**src/csr_macros.svh**
```systemverilog
`ifndef CSR_MACROS_SVH
`define CSR_MACROS_SVH

// Register and address widths
`define CSR_WORD_W 32
`define CSR_ADDR_W 14

// CRMD fields
`define CRMD_PLV 1:0
`define CRMD_IE 2
`define CRMD_DA 3
`define CRMD_PG 4

// PRMD fields
`define PRMD_PPLV 1:0
`define PRMD_PIE 2

// ECFG local interrupt enables, bit 10 is reserved
`define ECFG_LIE 12:0
`define ECFG_LIE_MASK 13'b1_1011_1111_1111

// ESTAT fields
`define ESTAT_IS 12:0
`define ESTAT_IS_SOFT 1:0
`define ESTAT_IS_HARD 9:2
`define ESTAT_IS_TI 11
`define ESTAT_ECODE 21:16
`define ESTAT_ESUBCODE 30:22

// Exception code as given by the pipeline
`define EXPCODE_ECODE 5:0
`define EXPCODE_SUB 6

`define EENTRY_VA 31:6

// Timer fields
`define TCFG_EN 0
`define TCFG_PERIODIC 1
`define TCFG_INITVAL 31:2
`define TICLR_CLR 0

// Idle cycles a pending write waits before it commits
`define CSR_COMMIT_IDLE_CYCLES 3

`endif

```
**src/csr_pkg.sv**
```systemverilog
`include "csr_macros.svh"

package csr_pkg;

    typedef logic [`CSR_WORD_W-1:0] csr_word_t;

    // Kept CSR addresses
    typedef enum logic [`CSR_ADDR_W-1:0] {
        CSR_CRMD   = 14'h000,
        CSR_PRMD   = 14'h001,
        CSR_ECFG   = 14'h004,
        CSR_ESTAT  = 14'h005,
        CSR_ERA    = 14'h006,
        CSR_BADV   = 14'h007,
        CSR_EENTRY = 14'h00c,
        CSR_SAVE0  = 14'h030,
        CSR_SAVE1  = 14'h031,
        CSR_SAVE2  = 14'h032,
        CSR_SAVE3  = 14'h033,
        CSR_TCFG   = 14'h041,
        CSR_TVAL   = 14'h042,
        CSR_TICLR  = 14'h044
    } csr_addr_e;

    // Write stage, one state per counted idle cycle
    typedef enum logic [1:0] {
        WR_IDLE  = 2'd0,
        WR_WAIT0 = 2'd1,
        WR_WAIT1 = 2'd2,
        WR_WAIT2 = 2'd3
    } wr_state_e;

endpackage

```
**src/csr_view_if.sv**
```systemverilog
`timescale 1ns/1ps

interface csr_view_if;
    import csr_pkg::*;

    csr_word_t crmd;
    csr_word_t prmd;
    csr_word_t ecfg;
    csr_word_t estat;
    csr_word_t era;
    csr_word_t badv;
    csr_word_t eentry;
    csr_word_t save0;
    csr_word_t save1;
    csr_word_t save2;
    csr_word_t save3;

    modport source (
        output crmd, prmd, ecfg, estat, era, badv, eentry, save0, save1, save2, save3
    );

    modport reader (
        input crmd, prmd, ecfg, estat, era, badv, eentry, save0, save1, save2, save3
    );

endinterface

```
**src/csr_exception_regs.sv**
```systemverilog
`timescale 1ns/1ps
`include "csr_macros.svh"

module csr_exception_regs (
    input  logic               clk,
    input  logic               aresetn,
    input  logic               commit,
    input  csr_pkg::csr_addr_e commit_addr,
    input  csr_pkg::csr_word_t commit_data,
    input  logic               exception,
    input  logic               ertn,
    input  logic [6:0]         expcode,
    input  csr_pkg::csr_word_t era_in,
    input  csr_pkg::csr_word_t badv_in,
    input  logic               wen_era,
    input  logic               wen_badv,
    input  logic [7:0]         hw_int,
    input  logic               timer_int,
    csr_view_if.source         view
);
    import csr_pkg::*;

    logic                   exception_q;
    logic                   entry_upd;
    logic                   commit_upd;
    logic [`CRMD_PLV]       plv_q;
    logic                   ie_q;
    logic                   da_q;
    logic                   pg_q;
    logic [`PRMD_PPLV]      pplv_q;
    logic                   pie_q;
    logic [`ECFG_LIE]       lie_q;
    logic [`ESTAT_IS_SOFT]  is_soft_q;
    logic [`ESTAT_ECODE]    ecode_q;
    logic [`ESTAT_ESUBCODE] esubcode_q;
    logic [`EENTRY_VA]      eentry_va_q;
    csr_word_t              era_q;
    csr_word_t              badv_q;
    csr_word_t              save_q [4];

    // Entry is the first cycle of exception, ertn wins over both
    assign entry_upd  = exception && !exception_q && !ertn;
    assign commit_upd = commit && !ertn && !(exception && !exception_q);

    always_ff @(posedge clk) begin
        if (!aresetn) begin
            exception_q <= 1'b0;
        end else begin
            exception_q <= exception;
        end
    end

    always_ff @(posedge clk) begin
        if (!aresetn) begin
            plv_q <= '0;
            ie_q  <= 1'b0;
            da_q  <= 1'b1;
            pg_q  <= 1'b0;
        end else if (ertn) begin
            plv_q <= pplv_q;
            ie_q  <= pie_q;
        end else if (entry_upd) begin
            plv_q <= '0;
            ie_q  <= 1'b0;
        end else if (commit_upd && commit_addr == CSR_CRMD) begin
            plv_q <= commit_data[`CRMD_PLV];
            ie_q  <= commit_data[`CRMD_IE];
            // Only direct or mapped mode, never both or neither
            if (commit_data[`CRMD_PG] ^ commit_data[`CRMD_DA]) begin
                pg_q <= commit_data[`CRMD_PG];
                da_q <= commit_data[`CRMD_DA];
            end
        end
    end

    always_ff @(posedge clk) begin
        if (!aresetn) begin
            pplv_q <= '0;
            pie_q  <= 1'b0;
        end else if (entry_upd) begin
            pplv_q <= plv_q;
            pie_q  <= ie_q;
        end else if (commit_upd && commit_addr == CSR_PRMD) begin
            pplv_q <= commit_data[`PRMD_PPLV];
            pie_q  <= commit_data[`PRMD_PIE];
        end
    end

    always_ff @(posedge clk) begin
        if (!aresetn) begin
            lie_q       <= '0;
            is_soft_q   <= '0;
            ecode_q     <= '0;
            esubcode_q  <= '0;
            eentry_va_q <= '0;
        end else begin
            if (commit_upd && commit_addr == CSR_ECFG) begin
                lie_q <= commit_data[`ECFG_LIE] & `ECFG_LIE_MASK;
            end
            if (entry_upd) begin
                ecode_q    <= expcode[`EXPCODE_ECODE];
                esubcode_q <= (expcode[`EXPCODE_ECODE] == '0) ? '0
                                                              : {8'b0, expcode[`EXPCODE_SUB]};
            end else if (commit_upd && commit_addr == CSR_ESTAT) begin
                is_soft_q <= commit_data[`ESTAT_IS_SOFT];
            end
            if (commit_upd && commit_addr == CSR_EENTRY) begin
                eentry_va_q <= commit_data[`EENTRY_VA];
            end
        end
    end

    // Pipeline loads beat CSR writes
    always_ff @(posedge clk) begin
        if (!aresetn) begin
            era_q  <= '0;
            badv_q <= '0;
        end else begin
            if (wen_era) begin
                era_q <= era_in;
            end else if (commit_upd && commit_addr == CSR_ERA) begin
                era_q <= commit_data;
            end
            if (wen_badv) begin
                badv_q <= badv_in;
            end else if (commit_upd && commit_addr == CSR_BADV) begin
                badv_q <= commit_data;
            end
        end
    end

    // SAVE0-3 share the low address bits
    always_ff @(posedge clk) begin
        if (commit_upd && commit_addr inside {CSR_SAVE0, CSR_SAVE1, CSR_SAVE2, CSR_SAVE3}) begin
            save_q[commit_addr[1:0]] <= commit_data;
        end
    end

    always_comb begin
        view.crmd                     = '0;
        view.crmd[`CRMD_PLV]          = plv_q;
        view.crmd[`CRMD_IE]           = ie_q;
        view.crmd[`CRMD_DA]           = da_q;
        view.crmd[`CRMD_PG]           = pg_q;
        view.prmd                     = '0;
        view.prmd[`PRMD_PPLV]         = pplv_q;
        view.prmd[`PRMD_PIE]          = pie_q;
        view.ecfg                     = '0;
        view.ecfg[`ECFG_LIE]          = lie_q;
        view.estat                    = '0;
        view.estat[`ESTAT_IS_SOFT]    = is_soft_q;
        view.estat[`ESTAT_IS_HARD]    = hw_int;
        view.estat[`ESTAT_IS_TI]      = timer_int;
        view.estat[`ESTAT_ECODE]      = ecode_q;
        view.estat[`ESTAT_ESUBCODE]   = esubcode_q;
        view.eentry                   = '0;
        view.eentry[`EENTRY_VA]       = eentry_va_q;
    end

    assign view.era   = era_q;
    assign view.badv  = badv_q;
    assign view.save0 = save_q[0];
    assign view.save1 = save_q[1];
    assign view.save2 = save_q[2];
    assign view.save3 = save_q[3];

endmodule

```
**src/csr_read_mux.sv**
```systemverilog
`timescale 1ns/1ps
`include "csr_macros.svh"

module csr_read_mux (
    input  csr_pkg::csr_addr_e addr,
    csr_view_if.reader         view,
    input  csr_pkg::csr_word_t tcfg,
    input  csr_pkg::csr_word_t tval,
    output csr_pkg::csr_word_t rdata,
    output logic               cpu_interrupt,
    output logic               idle_over
);
    import csr_pkg::*;

    logic [`ESTAT_IS] pending;

    always_comb begin
        unique case (addr)
            CSR_CRMD:   rdata = view.crmd;
            CSR_PRMD:   rdata = view.prmd;
            CSR_ECFG:   rdata = view.ecfg;
            CSR_ESTAT:  rdata = view.estat;
            CSR_ERA:    rdata = view.era;
            CSR_BADV:   rdata = view.badv;
            CSR_EENTRY: rdata = view.eentry;
            CSR_SAVE0:  rdata = view.save0;
            CSR_SAVE1:  rdata = view.save1;
            CSR_SAVE2:  rdata = view.save2;
            CSR_SAVE3:  rdata = view.save3;
            CSR_TCFG:   rdata = tcfg;
            CSR_TVAL:   rdata = tval;
            // TICLR is write-only
            CSR_TICLR:  rdata = '0;
            default:    rdata = '0;
        endcase
    end

    // Enabled and pending interrupt lines
    assign pending       = view.ecfg[`ECFG_LIE] & view.estat[`ESTAT_IS];
    assign cpu_interrupt = view.crmd[`CRMD_IE] && (pending != '0);

    // Any pending line ends idle, enabled or not
    assign idle_over = view.estat[`ESTAT_IS] != '0;

endmodule

```
**src/csr_timer.sv**
```systemverilog
`timescale 1ns/1ps
`include "csr_macros.svh"

module csr_timer (
    input  logic               clk,
    input  logic               aresetn,
    input  logic               commit,
    input  csr_pkg::csr_addr_e commit_addr,
    input  csr_pkg::csr_word_t commit_data,
    output csr_pkg::csr_word_t tcfg,
    output csr_pkg::csr_word_t tval,
    output logic               timer_int
);
    import csr_pkg::*;

    logic                 en_q;
    logic                 periodic_q;
    logic [`TCFG_INITVAL] initval_q;
    csr_word_t            tval_q;
    logic                 ti_q;
    logic                 tcfg_wr;
    logic                 ticlr_wr;
    logic                 expire;

    assign tcfg_wr  = commit && commit_addr == CSR_TCFG;
    assign ticlr_wr = commit && commit_addr == CSR_TICLR && commit_data[`TICLR_CLR];
    // Counter reaches zero on this edge
    assign expire   = en_q && tval_q == 32'd1 && !tcfg_wr;

    always_ff @(posedge clk) begin
        if (!aresetn) begin
            en_q       <= 1'b0;
            periodic_q <= 1'b0;
            initval_q  <= '0;
        end else if (tcfg_wr) begin
            en_q       <= commit_data[`TCFG_EN];
            periodic_q <= commit_data[`TCFG_PERIODIC];
            initval_q  <= commit_data[`TCFG_INITVAL];
        end
    end

    always_ff @(posedge clk) begin
        if (!aresetn) begin
            tval_q <= '0;
        end else if (tcfg_wr) begin
            tval_q <= {2'b00, commit_data[`TCFG_INITVAL]};
        end else if (en_q) begin
            if (tval_q != '0) begin
                tval_q <= tval_q - 32'd1;
            end else if (periodic_q) begin
                tval_q <= {2'b00, initval_q};
            end
        end
    end

    // Clear on TICLR wins over a new expiry
    always_ff @(posedge clk) begin
        if (!aresetn) begin
            ti_q <= 1'b0;
        end else if (ticlr_wr) begin
            ti_q <= 1'b0;
        end else if (expire) begin
            ti_q <= 1'b1;
        end
    end

    always_comb begin
        tcfg                 = '0;
        tcfg[`TCFG_EN]       = en_q;
        tcfg[`TCFG_PERIODIC] = periodic_q;
        tcfg[`TCFG_INITVAL]  = initval_q;
    end

    assign tval      = tval_q;
    assign timer_int = ti_q;

endmodule

```
**src/csr_unit.sv**
```systemverilog
`timescale 1ns/1ps

module csr_unit (
    input  logic               clk,
    input  logic               aresetn,
    input  logic               wr_req,
    input  csr_pkg::csr_addr_e addr,
    input  csr_pkg::csr_word_t wdata,
    output csr_pkg::csr_word_t rdata,
    input  logic               d_idle,
    input  logic               flush,
    input  logic               exception,
    input  logic               ertn,
    input  logic [6:0]         expcode,
    input  csr_pkg::csr_word_t era_in,
    input  logic               wen_era,
    input  csr_pkg::csr_word_t badv_in,
    input  logic               wen_badv,
    input  logic [7:0]         hw_int,
    output logic               cpu_interrupt,
    output logic               idle_over,
    output csr_pkg::csr_word_t crmd,
    output csr_pkg::csr_word_t era,
    output csr_pkg::csr_word_t eentry
);
    import csr_pkg::*;

    logic      commit;
    csr_addr_e commit_addr;
    csr_word_t commit_data;
    csr_word_t tcfg;
    csr_word_t tval;
    logic      timer_int;

    csr_view_if view ();

    csr_write_stage u_write_stage (
        .clk         (clk),
        .aresetn     (aresetn),
        .wr_req      (wr_req),
        .addr        (addr),
        .wdata       (wdata),
        .d_idle      (d_idle),
        .flush       (flush),
        .commit      (commit),
        .commit_addr (commit_addr),
        .commit_data (commit_data)
    );

    csr_exception_regs u_exception_regs (
        .clk         (clk),
        .aresetn     (aresetn),
        .commit      (commit),
        .commit_addr (commit_addr),
        .commit_data (commit_data),
        .exception   (exception),
        .ertn        (ertn),
        .expcode     (expcode),
        .era_in      (era_in),
        .badv_in     (badv_in),
        .wen_era     (wen_era),
        .wen_badv    (wen_badv),
        .hw_int      (hw_int),
        .timer_int   (timer_int),
        .view        (view.source)
    );

    csr_timer u_timer (
        .clk         (clk),
        .aresetn     (aresetn),
        .commit      (commit),
        .commit_addr (commit_addr),
        .commit_data (commit_data),
        .tcfg        (tcfg),
        .tval        (tval),
        .timer_int   (timer_int)
    );

    csr_read_mux u_read_mux (
        .addr          (addr),
        .view          (view.reader),
        .tcfg          (tcfg),
        .tval          (tval),
        .rdata         (rdata),
        .cpu_interrupt (cpu_interrupt),
        .idle_over     (idle_over)
    );

    assign crmd   = view.crmd;
    assign era    = view.era;
    assign eentry = view.eentry;

endmodule

```
**src/csr_write_stage.sv**
```systemverilog
`timescale 1ns/1ps
`include "csr_macros.svh"

module csr_write_stage (
    input  logic               clk,
    input  logic               aresetn,
    input  logic               wr_req,
    input  csr_pkg::csr_addr_e addr,
    input  csr_pkg::csr_word_t wdata,
    input  logic               d_idle,
    input  logic               flush,
    output logic               commit,
    output csr_pkg::csr_addr_e commit_addr,
    output csr_pkg::csr_word_t commit_data
);
    import csr_pkg::*;

    localparam wr_state_e LAST_WAIT = wr_state_e'(`CSR_COMMIT_IDLE_CYCLES);

    wr_state_e state_q;
    wr_state_e state_d;
    csr_addr_e addr_q;
    csr_word_t data_q;

    assign commit      = (state_q == LAST_WAIT) && d_idle && !flush;
    assign commit_addr = addr_q;
    assign commit_data = data_q;

    always_comb begin
        state_d = state_q;
        if (flush) begin
            state_d = WR_IDLE;
        end else begin
            unique case (state_q)
                WR_IDLE:  if (wr_req) state_d = WR_WAIT0;
                WR_WAIT0: if (d_idle) state_d = WR_WAIT1;
                WR_WAIT1: if (d_idle) state_d = WR_WAIT2;
                // A request in the commit cycle starts a fresh wait
                WR_WAIT2: if (commit) state_d = wr_req ? WR_WAIT0 : WR_IDLE;
            endcase
        end
    end

    always_ff @(posedge clk) begin
        if (!aresetn) begin
            state_q <= WR_IDLE;
        end else begin
            state_q <= state_d;
        end
    end

    // Newer request replaces the pending one
    always_ff @(posedge clk) begin
        if (wr_req && !flush) begin
            addr_q <= addr;
            data_q <= wdata;
        end
    end

endmodule

```
**config.mk**
```make
export PLATFORM = sky130hd
export DESIGN_NAME = csr_unit
export DESIGN_NICKNAME = d
export VERILOG_FILES = /design/src/csr_pkg.sv /design/src/csr_view_if.sv /design/src/csr_exception_regs.sv /design/src/csr_read_mux.sv /design/src/csr_timer.sv /design/src/csr_unit.sv /design/src/csr_write_stage.sv
export VERILOG_INCLUDE_DIRS = /design/src
export SDC_FILE = /design/constraint.sdc
export NUM_CORES = 1
export LEC_CHECK = 0
export BUFFER_PORTS_ARGS = -buffer_cell sky130_fd_sc_hd__buf_2
export CELL_PAD_IN_SITES_DETAIL_PLACEMENT = 1
export CELL_PAD_IN_SITES_GLOBAL_PLACEMENT = 2
export CORE_ASPECT_RATIO = 2
export CORE_UTILIZATION = 41
export CTS_BUF_LIST = sky130_fd_sc_hd__clkbuf_4
export DETAILED_ROUTE_END_ITERATION = 12
export MAX_ROUTING_LAYER = met4
export PLACE_DENSITY_LB_ADDON = 0.25
export SYNTH_ARGS = -nofsm -noshare
export SYNTH_HDL_FRONTEND = slang
export SYNTH_HIERARCHICAL = 1
export SYNTH_SLANG_ARGS = --single-unit
export TNS_END_PERCENT = 5
```
**constraint.sdc**
```tcl
create_clock -name clk -period 6.03 [get_ports clk]
set_input_delay 0.3015 -clock clk [delete_from_list [all_inputs] [get_ports clk]]
set_output_delay 0.3015 -clock clk [all_outputs]
set_load 0.05 [all_outputs]
```
==> out/qor.csv, run 1 <==
stage;metric;value;unit
cts;clk_latency;0.83;ns
critical_path;crit_chain;dlygate4sd3_1 > buf_2 > nor4_4 > nand2_1 > buf_4 > nor3_1 > buf_4 > a222oi_1 > o211ai_1 > buf_2;
cts;cts_tree;done;
global_routing;grt_pass1_wl;119000;um
timing;fin_crit;4.51;ns
critical_path;r2r_slack;2.35;ns
synthesis;synth_seq_area_share;48.5;%
timing;drv_slew;0;
global_routing;grt_busiest_layer;met2;
place;dp_hpwl;58600;um
power;p_leak;8.01;nW
critical_path;endpoint_kind;output pin;
cts;post_cts_buffers;0;
critical_path;critPathTopFamily;simple AND/OR/NAND/NOR gates;
power;sequentialPowerShare;50.6;%
synthesis;yosys_warnings;6;
power;clockPowerShare;39.6;%
critical_path;cpMaxStageDelayCell;nor3_1;
timing;fin_skew;0.0639;ns
routing;vias;17482;
global_routing;gr-usage-met3;5.11;%
critical_path;critPathKind;input pin to output pin;
cts;clkTransAtPathRegs;0.06;ns
timing;setup_violations;0;
global_routing;grt_pass1_vias;17996;
synthesis;synthesis.instances;1888;
routing;wl_per_cell;28.8;um
cells_and_area;n_fill_cell;5091;
routing;drc;2;
power;power;5.41;mW
global_routing;antenna_found_initial;7;
cells_and_area;area_growth_syn_to_layout;18.5;%
run;maxCapViolations;0;
routing;via_per_inst;6.13;
global_routing;overflow;0;
global_routing;grt_util_met2;63.4;%
routing;drtAntennaViolNets;0;
die;design.core.area;44300;um2
synthesis;synth_edf_count;174;
critical_path;max_stage_delay;0.85;ns
place;place_area;19500;um2
synthesis;synth_area;18500;um2
power;combPwrFrac;9.8;%
timing;hold_violations;0;
cts;cts.sinks;361;
cts;cts_inserted_buffers;89;
die;die_w;152;um
synthesis;synthArstFlopShare;0;%
hold_path;hold_start;addr[3];
cells_and_area;fin_cells;2851;
status;violations;DRC;
power;switching_share;28.3;%
global_routing;grt_start_max_net_pins;93;
timing;grt_setup_unrepaired;false;
power;switchingPower;1.53;mW
synthesis;syn_area_per_cell;9.80;um2
critical_path;critical_path_buf_inv_count;5;
cells_and_area;nNetsFinal;2357;
critical_path;critical_path.max_fanout;15;
timing;timing.final.crit_share;74.8;%
place;dpl.cell_count;2556;
power;p_per_area;247;nW/um2
cts;cts_buffer_depth;3;
hold_path;hold_class;input pin to register;
critical_path;critPathLaunch;addr[9];
cells_and_area;design_area;21900;um2
die;row_count;109;
timing;fin_setup_tns;0;ns
cts;cts_root_buf;clkbuf_4;
critical_path;r2r_start;u_write_stage/state_q[0];
die;start_util;41.8;%
cells_and_area;layout-drive-gt1-share;21.1;%
timing;worst_slew_pin_slew;1.22;ns
power;power.internal;3.88;mW
critical_path;critPathLaunchType;input pin;
place;io_buffers;230;
power;ir_drop;168;uV
routing;first_pass_iters;11;
cts;h-tree-depth;3;
global_routing;use_met1;39.4;%
die;die_area;46100;um2
timing;slew_headroom;18.1;%
status;status;finished with violations;
global_routing;grt_use_total;36.4;%
die;ioPinCount;264;
place;place_congestion;0.937;
synthesis;ys.flop_type;dfxtp_1;
die;die_h;302;um
routing;wirelength;82200;um
timing;fmax;0.222;GHz
cts;ctsResizeCount;0;
synthesis;synth_cell_type_count;96;
synthesis;synth-seq-cells;361;
critical_path;worstPathRequired;5.73;ns
routing;drtIter0Drc;1280;
critical_path;arrival;4.21;ns
-- sequential cells by signal (all words and copies together) (netlist names), 2 cells and up --
signal                        cells
u_exception_regs/lie_q           12
u_exception_regs/view.badv       32
u_timer/tval                     32
u_exception_regs/ecode_q          6
u_write_stage/commit_addr        14
u_exception_regs/plv_q            2
u_exception_regs/save_q         128
u_exception_regs/pplv_q           2
u_write_stage/commit_data        32
u_exception_regs/is_soft_q        2
u_exception_regs/view.era        32
u_timer/initval_q                30
u_write_stage/state_q             2
u_exception_regs/eentry_va_q     26
-- placed cells by master (no fill, tap or decap), types with 48 or more instances in the layout --
cell             n
a21oi_1         85
dfxtp_1        187
a22oi_1         85
edfxtp_1       174
buf_2          228
mux2i_1         48
a31oi_1         82
conb_1          96
nand2_1        333
nor2_1          61
clkbuf_4       136
o21ai_0        119
dlygate4sd3_1  125
-- cell families (layout without fill, tap and decap cells) --
group           count (synthesis)  in the layout  synth area share, %
buf+inv                       264            569                 8.51
mux                            56             56                 3.08
flops                         361            361                 48.5
compound gates                603            603                 22.3
xor+xnor                       12             12                0.568
simple gates                  585            585                 16.6
other cells                     1            104               0.0203
fa+ha+maj                       6              6                0.406
-- layer usage --
| metal | vias up | wire [um] | part of all wire, % |
|---|---|---|---|
| met4 | 0 | 4870 | 5.9 |
| li1 | 7631 | - | - |
| met3 | 218 | 5130 | 6.2 |
| met1 | 8770 | 30200 | 37 |
| met2 | 863 | 42000 | 51 |
| met5 | - | 0 | 0 |
-- power groups by stage --
stage               clock, mW  sequential, mW  combinational, mW
floorplan                   0            2.78              0.290
global placement            0            2.79              0.438
detailed placement          0            2.79              0.445
CTS                      2.19            2.74              0.509
global route             2.30            2.75              0.555
finish                   2.14            2.74              0.529
-- cells in the mapped netlist (all sizes together) (28+ instances only) --
| cell | count | area, um2 |
|---|---|---|
| a21oi | 85 | 425 |
| a21boi | 45 | 338 |
| a22oi | 85 | 638 |
| clkbuf | 70 | 263 |
| dfxtp | 187 | 3740 |
| edfxtp | 174 | 5230 |
| nor4 | 32 | 412 |
| o21ai | 125 | 637 |
| nand3 | 28 | 140 |
| a31oi | 82 | 513 |
| buf | 176 | 1240 |
| nand2 | 335 | 1260 |
| mux2i | 48 | 480 |
| nor2 | 66 | 248 |
-- layout make-up --
| cell class | instances | area, um2 | area share (%) |
|---|---|---|---|
| well taps | 555 | 694 | 3.16 |
| flip-flops and latches | 361 | 8970 | 40.9 |
| diodes | 8 | 20.0 | 0.0912 |
| clock inverters | 26 | 128 | 0.582 |
| repair buffers | 389 | 2660 | 12.1 |
| inverters | 18 | 67.6 | 0.308 |
| clock buffers | 136 | 1020 | 4.65 |
| multi-input cells | 1358 | 8380 | 38.2 |
-- through the flow --
step | util, % | setup WS (ns) | hold slack [ns]
floorplan | - | 2.69 | 0.400
global placement | 44.0 | 2.26 | 0.457
detailed placement | 44.0 | 2.18 | 0.465
CTS | 49.5 | 1.62 | 0.00236
global route | 49.5 | 1.44 | 0.0362
finish | 49.5 | 1.52 | 0.0564
-- final timing paths --
path | end | cells after the start
hold reg to reg | u_exception_regs/ecode_q[17] | 2
hold / removal | u_write_stage/commit_addr[3] | 1
setup reg to reg | u_exception_regs/save_q[0][27] | 8
setup / recovery | rdata[0] | 10
-- what timing repair did --
item                                   4_1_cts  5_1_grt
setup endpoints to repair                    0        0
hold buffers                               125        0
endpoints found under the hold margin      145        0
Note: power is estimated with default switching activity, not from simulation.
==> inputs of run 2 (changes only) <==
--- a/config.mk
+++ b/config.mk
@@ -10,7 +10,7 @@
 export CELL_PAD_IN_SITES_DETAIL_PLACEMENT = 1
 export CELL_PAD_IN_SITES_GLOBAL_PLACEMENT = 2
 export CORE_ASPECT_RATIO = 2
-export CORE_UTILIZATION = 41
+export CORE_UTILIZATION = 38
 export CTS_BUF_LIST = sky130_fd_sc_hd__clkbuf_4
 export DETAILED_ROUTE_END_ITERATION = 12
 export MAX_ROUTING_LAYER = met4
==> constraint.sdc (replaced) <==
create_clock -name clk -period 4.54 [get_ports clk]
set_input_delay 0.227 -clock clk [delete_from_list [all_inputs] [get_ports clk]]
set_output_delay 0.227 -clock clk [all_outputs]
set_load 0.05 [all_outputs]
==> run 2 against run 1 <==
  * The flow now finishes without violations
  * Core utilization decreased by 2.6 points
  * Critical path type unchanged
  * Combinational power up 38%
  * Routed wire length rose by 4.5%
  * Worst setup slack worse by 0.80 ns
  * Global-route usage fell by 0.60 points
  * Critical endpoint is now rdata[30]
  * Flip-flop and latch count did not move
  * Clock skew down 0.0011 ns
==> out/qor.csv, run 2 (synthesis results as in run 1) <==
stage;metric;value;unit;change
cts;ctsResizeCount;0;;unchanged
routing;via_per_inst;5.93;;-3.3%
critical_path;max_stage_delay;0.88;ns;+0.03 ns
power;power.internal;5.20;mW;+34%
cells_and_area;n_fill_cell;5684;;+12%
die;start_util;38.4;%;-3.4 points
critical_path;critPathKind;input pin to output pin;;
cells_and_area;fin_cells;2994;;+5.0%
cts;post_cts_buffers;0;;unchanged
cells_and_area;final_cell_mix;nand2_1 (333), buf_2 (228), dfxtp_1 (187), edfxtp_1 (174), dlygate4sd3_1 (157);;
cts;h-tree-depth;3;;unchanged
power;p_leak;8.28;nW;+3.4%
cells_and_area;area_growth_syn_to_layout;22.1;%;
timing;grt_setup_unrepaired;false;;
global_routing;antenna_found_initial;6;;-1
power;switching_share;28.9;%;+0.59 points
cells_and_area;nNetsFinal;2412;;+2.3%
timing;fin_crit;3.82;ns;
global_routing;overflow;0;;unchanged
routing;vias;17758;;+1.6%
status;status;finished, final reports clean;;
power;clockPowerShare;40.2;%;+0.6 points
power;combPwrFrac;10.0;%;+0.2 points
place;io_buffers;230;;unchanged
cts;cts.sinks;361;;unchanged
routing;drtAntennaViolNets;0;;unchanged
timing;setup_slack;0.725;ns;-0.796 ns
timing;setup_violations;0;;unchanged
routing;wl_per_cell;28.7;um;-0.46%
place;place_ws;1.02;ns;-1.16 ns
die;die_h;314;um;+3.8%
cells_and_area;layout_commonest_cell;nand2_1;;
place;dp_hpwl;60600;um;+3.5%
timing;slew_headroom;15.7;%;-2.4 points
critical_path;crit_chain;dlygate4sd3_1 > buf_2 > and2_1 > and4_1 > a221oi_1 > o221ai_1 > buf_2;;
critical_path;arrival;3.59;ns;-0.62 ns
timing;fin_setup_tns;0;ns;unchanged
critical_path;endpoint_kind;output pin;;
critical_path;critical_path.max_fanout;16;;+1
power;sequentialPowerShare;49.9;%;-0.7 points
timing;worst_slew_pin_slew;1.26;ns;+0.0419 ns
cts;cts_tree;done;;
global_routing;grt_pass1_vias;18528;;+3.0%
hold_path;hold_class;input pin to register;;
routing;drtIter0Drc;1441;;+13%
critical_path;critPathTopFamily;simple AND/OR/NAND/NOR gates;;
cells_and_area;multiInputGateArea;8380;um2;about the same
critical_path;critical_path_buf_inv_count;3;;-2
place;dpl.cell_count;2659;;+4.0%
global_routing;grt_use_total;35.8;%;-0.60 points
cts;cts_inserted_buffers;91;;+2.2%
critical_path;critPathLaunchType;input pin;;
global_routing;grt_pass1_wl;123000;um;+4.0%
timing;fin_skew;0.0628;ns;-0.00111 ns
cells_and_area;layout-drive-gt1-share;21.3;%;+0.18 points
routing;wirelength;85900;um;+4.5%
run;maxCapViolations;0;;unchanged
critical_path;cpMaxStageDelayCell;and4_1;;
cells_and_area;ff_latch_area;8970;um2;unchanged
global_routing;grt_start_max_net_pins;65;;-30%
critical_path;worstPathRequired;4.31;ns;-1.42 ns
cts;clk_latency;0.86;ns;+0.03 ns
power;switchingPower;2.12;mW;+38%
timing;timing.final.crit_share;84.0;%;
critical_path;crit_top_cell;buf_2;;
die;row_count;114;;+4.6%
cts;cts_buffer_depth;3;;unchanged
cells_and_area;largest_reg_flops;128;;unchanged
die;die_area;49700;um2;+7.8%
cts;clkTransAtPathRegs;0.07;ns;about the same
power;p_per_area;324;nW/um2;+31%
power;power;7.32;mW;+35%
die;die_w;158;um;+3.8%
routing;first_pass_iters;5;;-6
timing;hold_violations;0;;unchanged
die;ioPinCount;264;;unchanged
power;ir_drop;138;uV;-18%
timing;drv_slew;0;;unchanged
die;design.core.area;48200;um2;+8.8%
cts;cts_root_buf;clkbuf_4;;
place;place_congestion;0.938;;about the same
timing;fmax;0.262;GHz;
routing;drc;0;;-2
run 2: cell types whose count changed in the layout (fill, tap and decap cells not counted), moves of 2 or more:
| cell | delta |
|---|---|
| dlygate4sd3_1 | +32 |
| buf_4 | +19 |
| clkinv_1 | +10 |
| clkbuf_4 | -5 |
| nor2_2 | +2 |
| nor2_4 | -2 |
run 2: cell type report:
type,count,area share [%]
Antenna cell,8,0.0886
Clock buffer,131,4.35
Clock inverter,38,0.897
Inverter,18,0.299
Multi-Input combinational cell,1358,37.1
Sequential cell,361,39.7
Tap cell,638,3.53
Timing Repair Buffer,442,14.0
run 2: final timing paths:
check | startpoint | depth (start not counted) | slack [ns] | endpoint
worst min-delay path | wen_badv | 4 | 0.06 | u_exception_regs/view.badv[15]
worst max register to register | u_write_stage/state_q[0] | 11 | 1.03 | u_exception_regs/view.era[26]
worst max-delay path | addr[1] | 7 | 0.72 | rdata[30]
worst min register to register | u_exception_regs/lie_q[9] | 2 | 0.47 | u_exception_regs/lie_q[9]
run 2: what timing repair did:
action                                  CTS  global route
endpoints found under the setup margin    0             0
hold buffers                            157             0
endpoints found under the hold margin   154             0
run 2: power groups by stage:
stage                     sequential (mW)  combinational, mW  clock, mW
after floorplan                      3.70              0.385          0
after global routing                 3.65              0.770       3.16
after global placement               3.72              0.585          0
final                                3.65              0.731       2.94
after CTS                            3.65              0.703       3.00
after detailed placement             3.72              0.594          0
run 2: through the flow:
stage	instance area [um2]	hold WS, ns	util, %
detailed placement	19800	0.406	41.0
global route	22600	0.0254	46.9
floorplan	18900	0.326	-
global placement	19800	0.405	41.0
finish	22600	0.0585	46.9
CTS	22500	0.00406	46.8
run 2: worst register-to-register path, stage by stage (launching register included):
cell           delay, ns
dfxtp_1             0.42
ha_1                0.28
inv_1               0.06
nor2_1              0.27
nor3b_1             0.28
nand4_2             0.12
buf_4               0.22
or4_1               0.54
buf_4               0.28
nand2_1             0.22
a31oi_1             0.10
dlygate4sd3_1       0.61
run 2: per-layer routing:
layer	part of all wire (%)	global-route usage [%]	routed length (um)	vias up
li1	-	-	-	7726
met1	36	38.9	31300	8884
met2	51	60.7	43800	897
met3	6.0	4.80	5190	251
met4	6.5	23.2	5570	0
met5	0	-	0	-
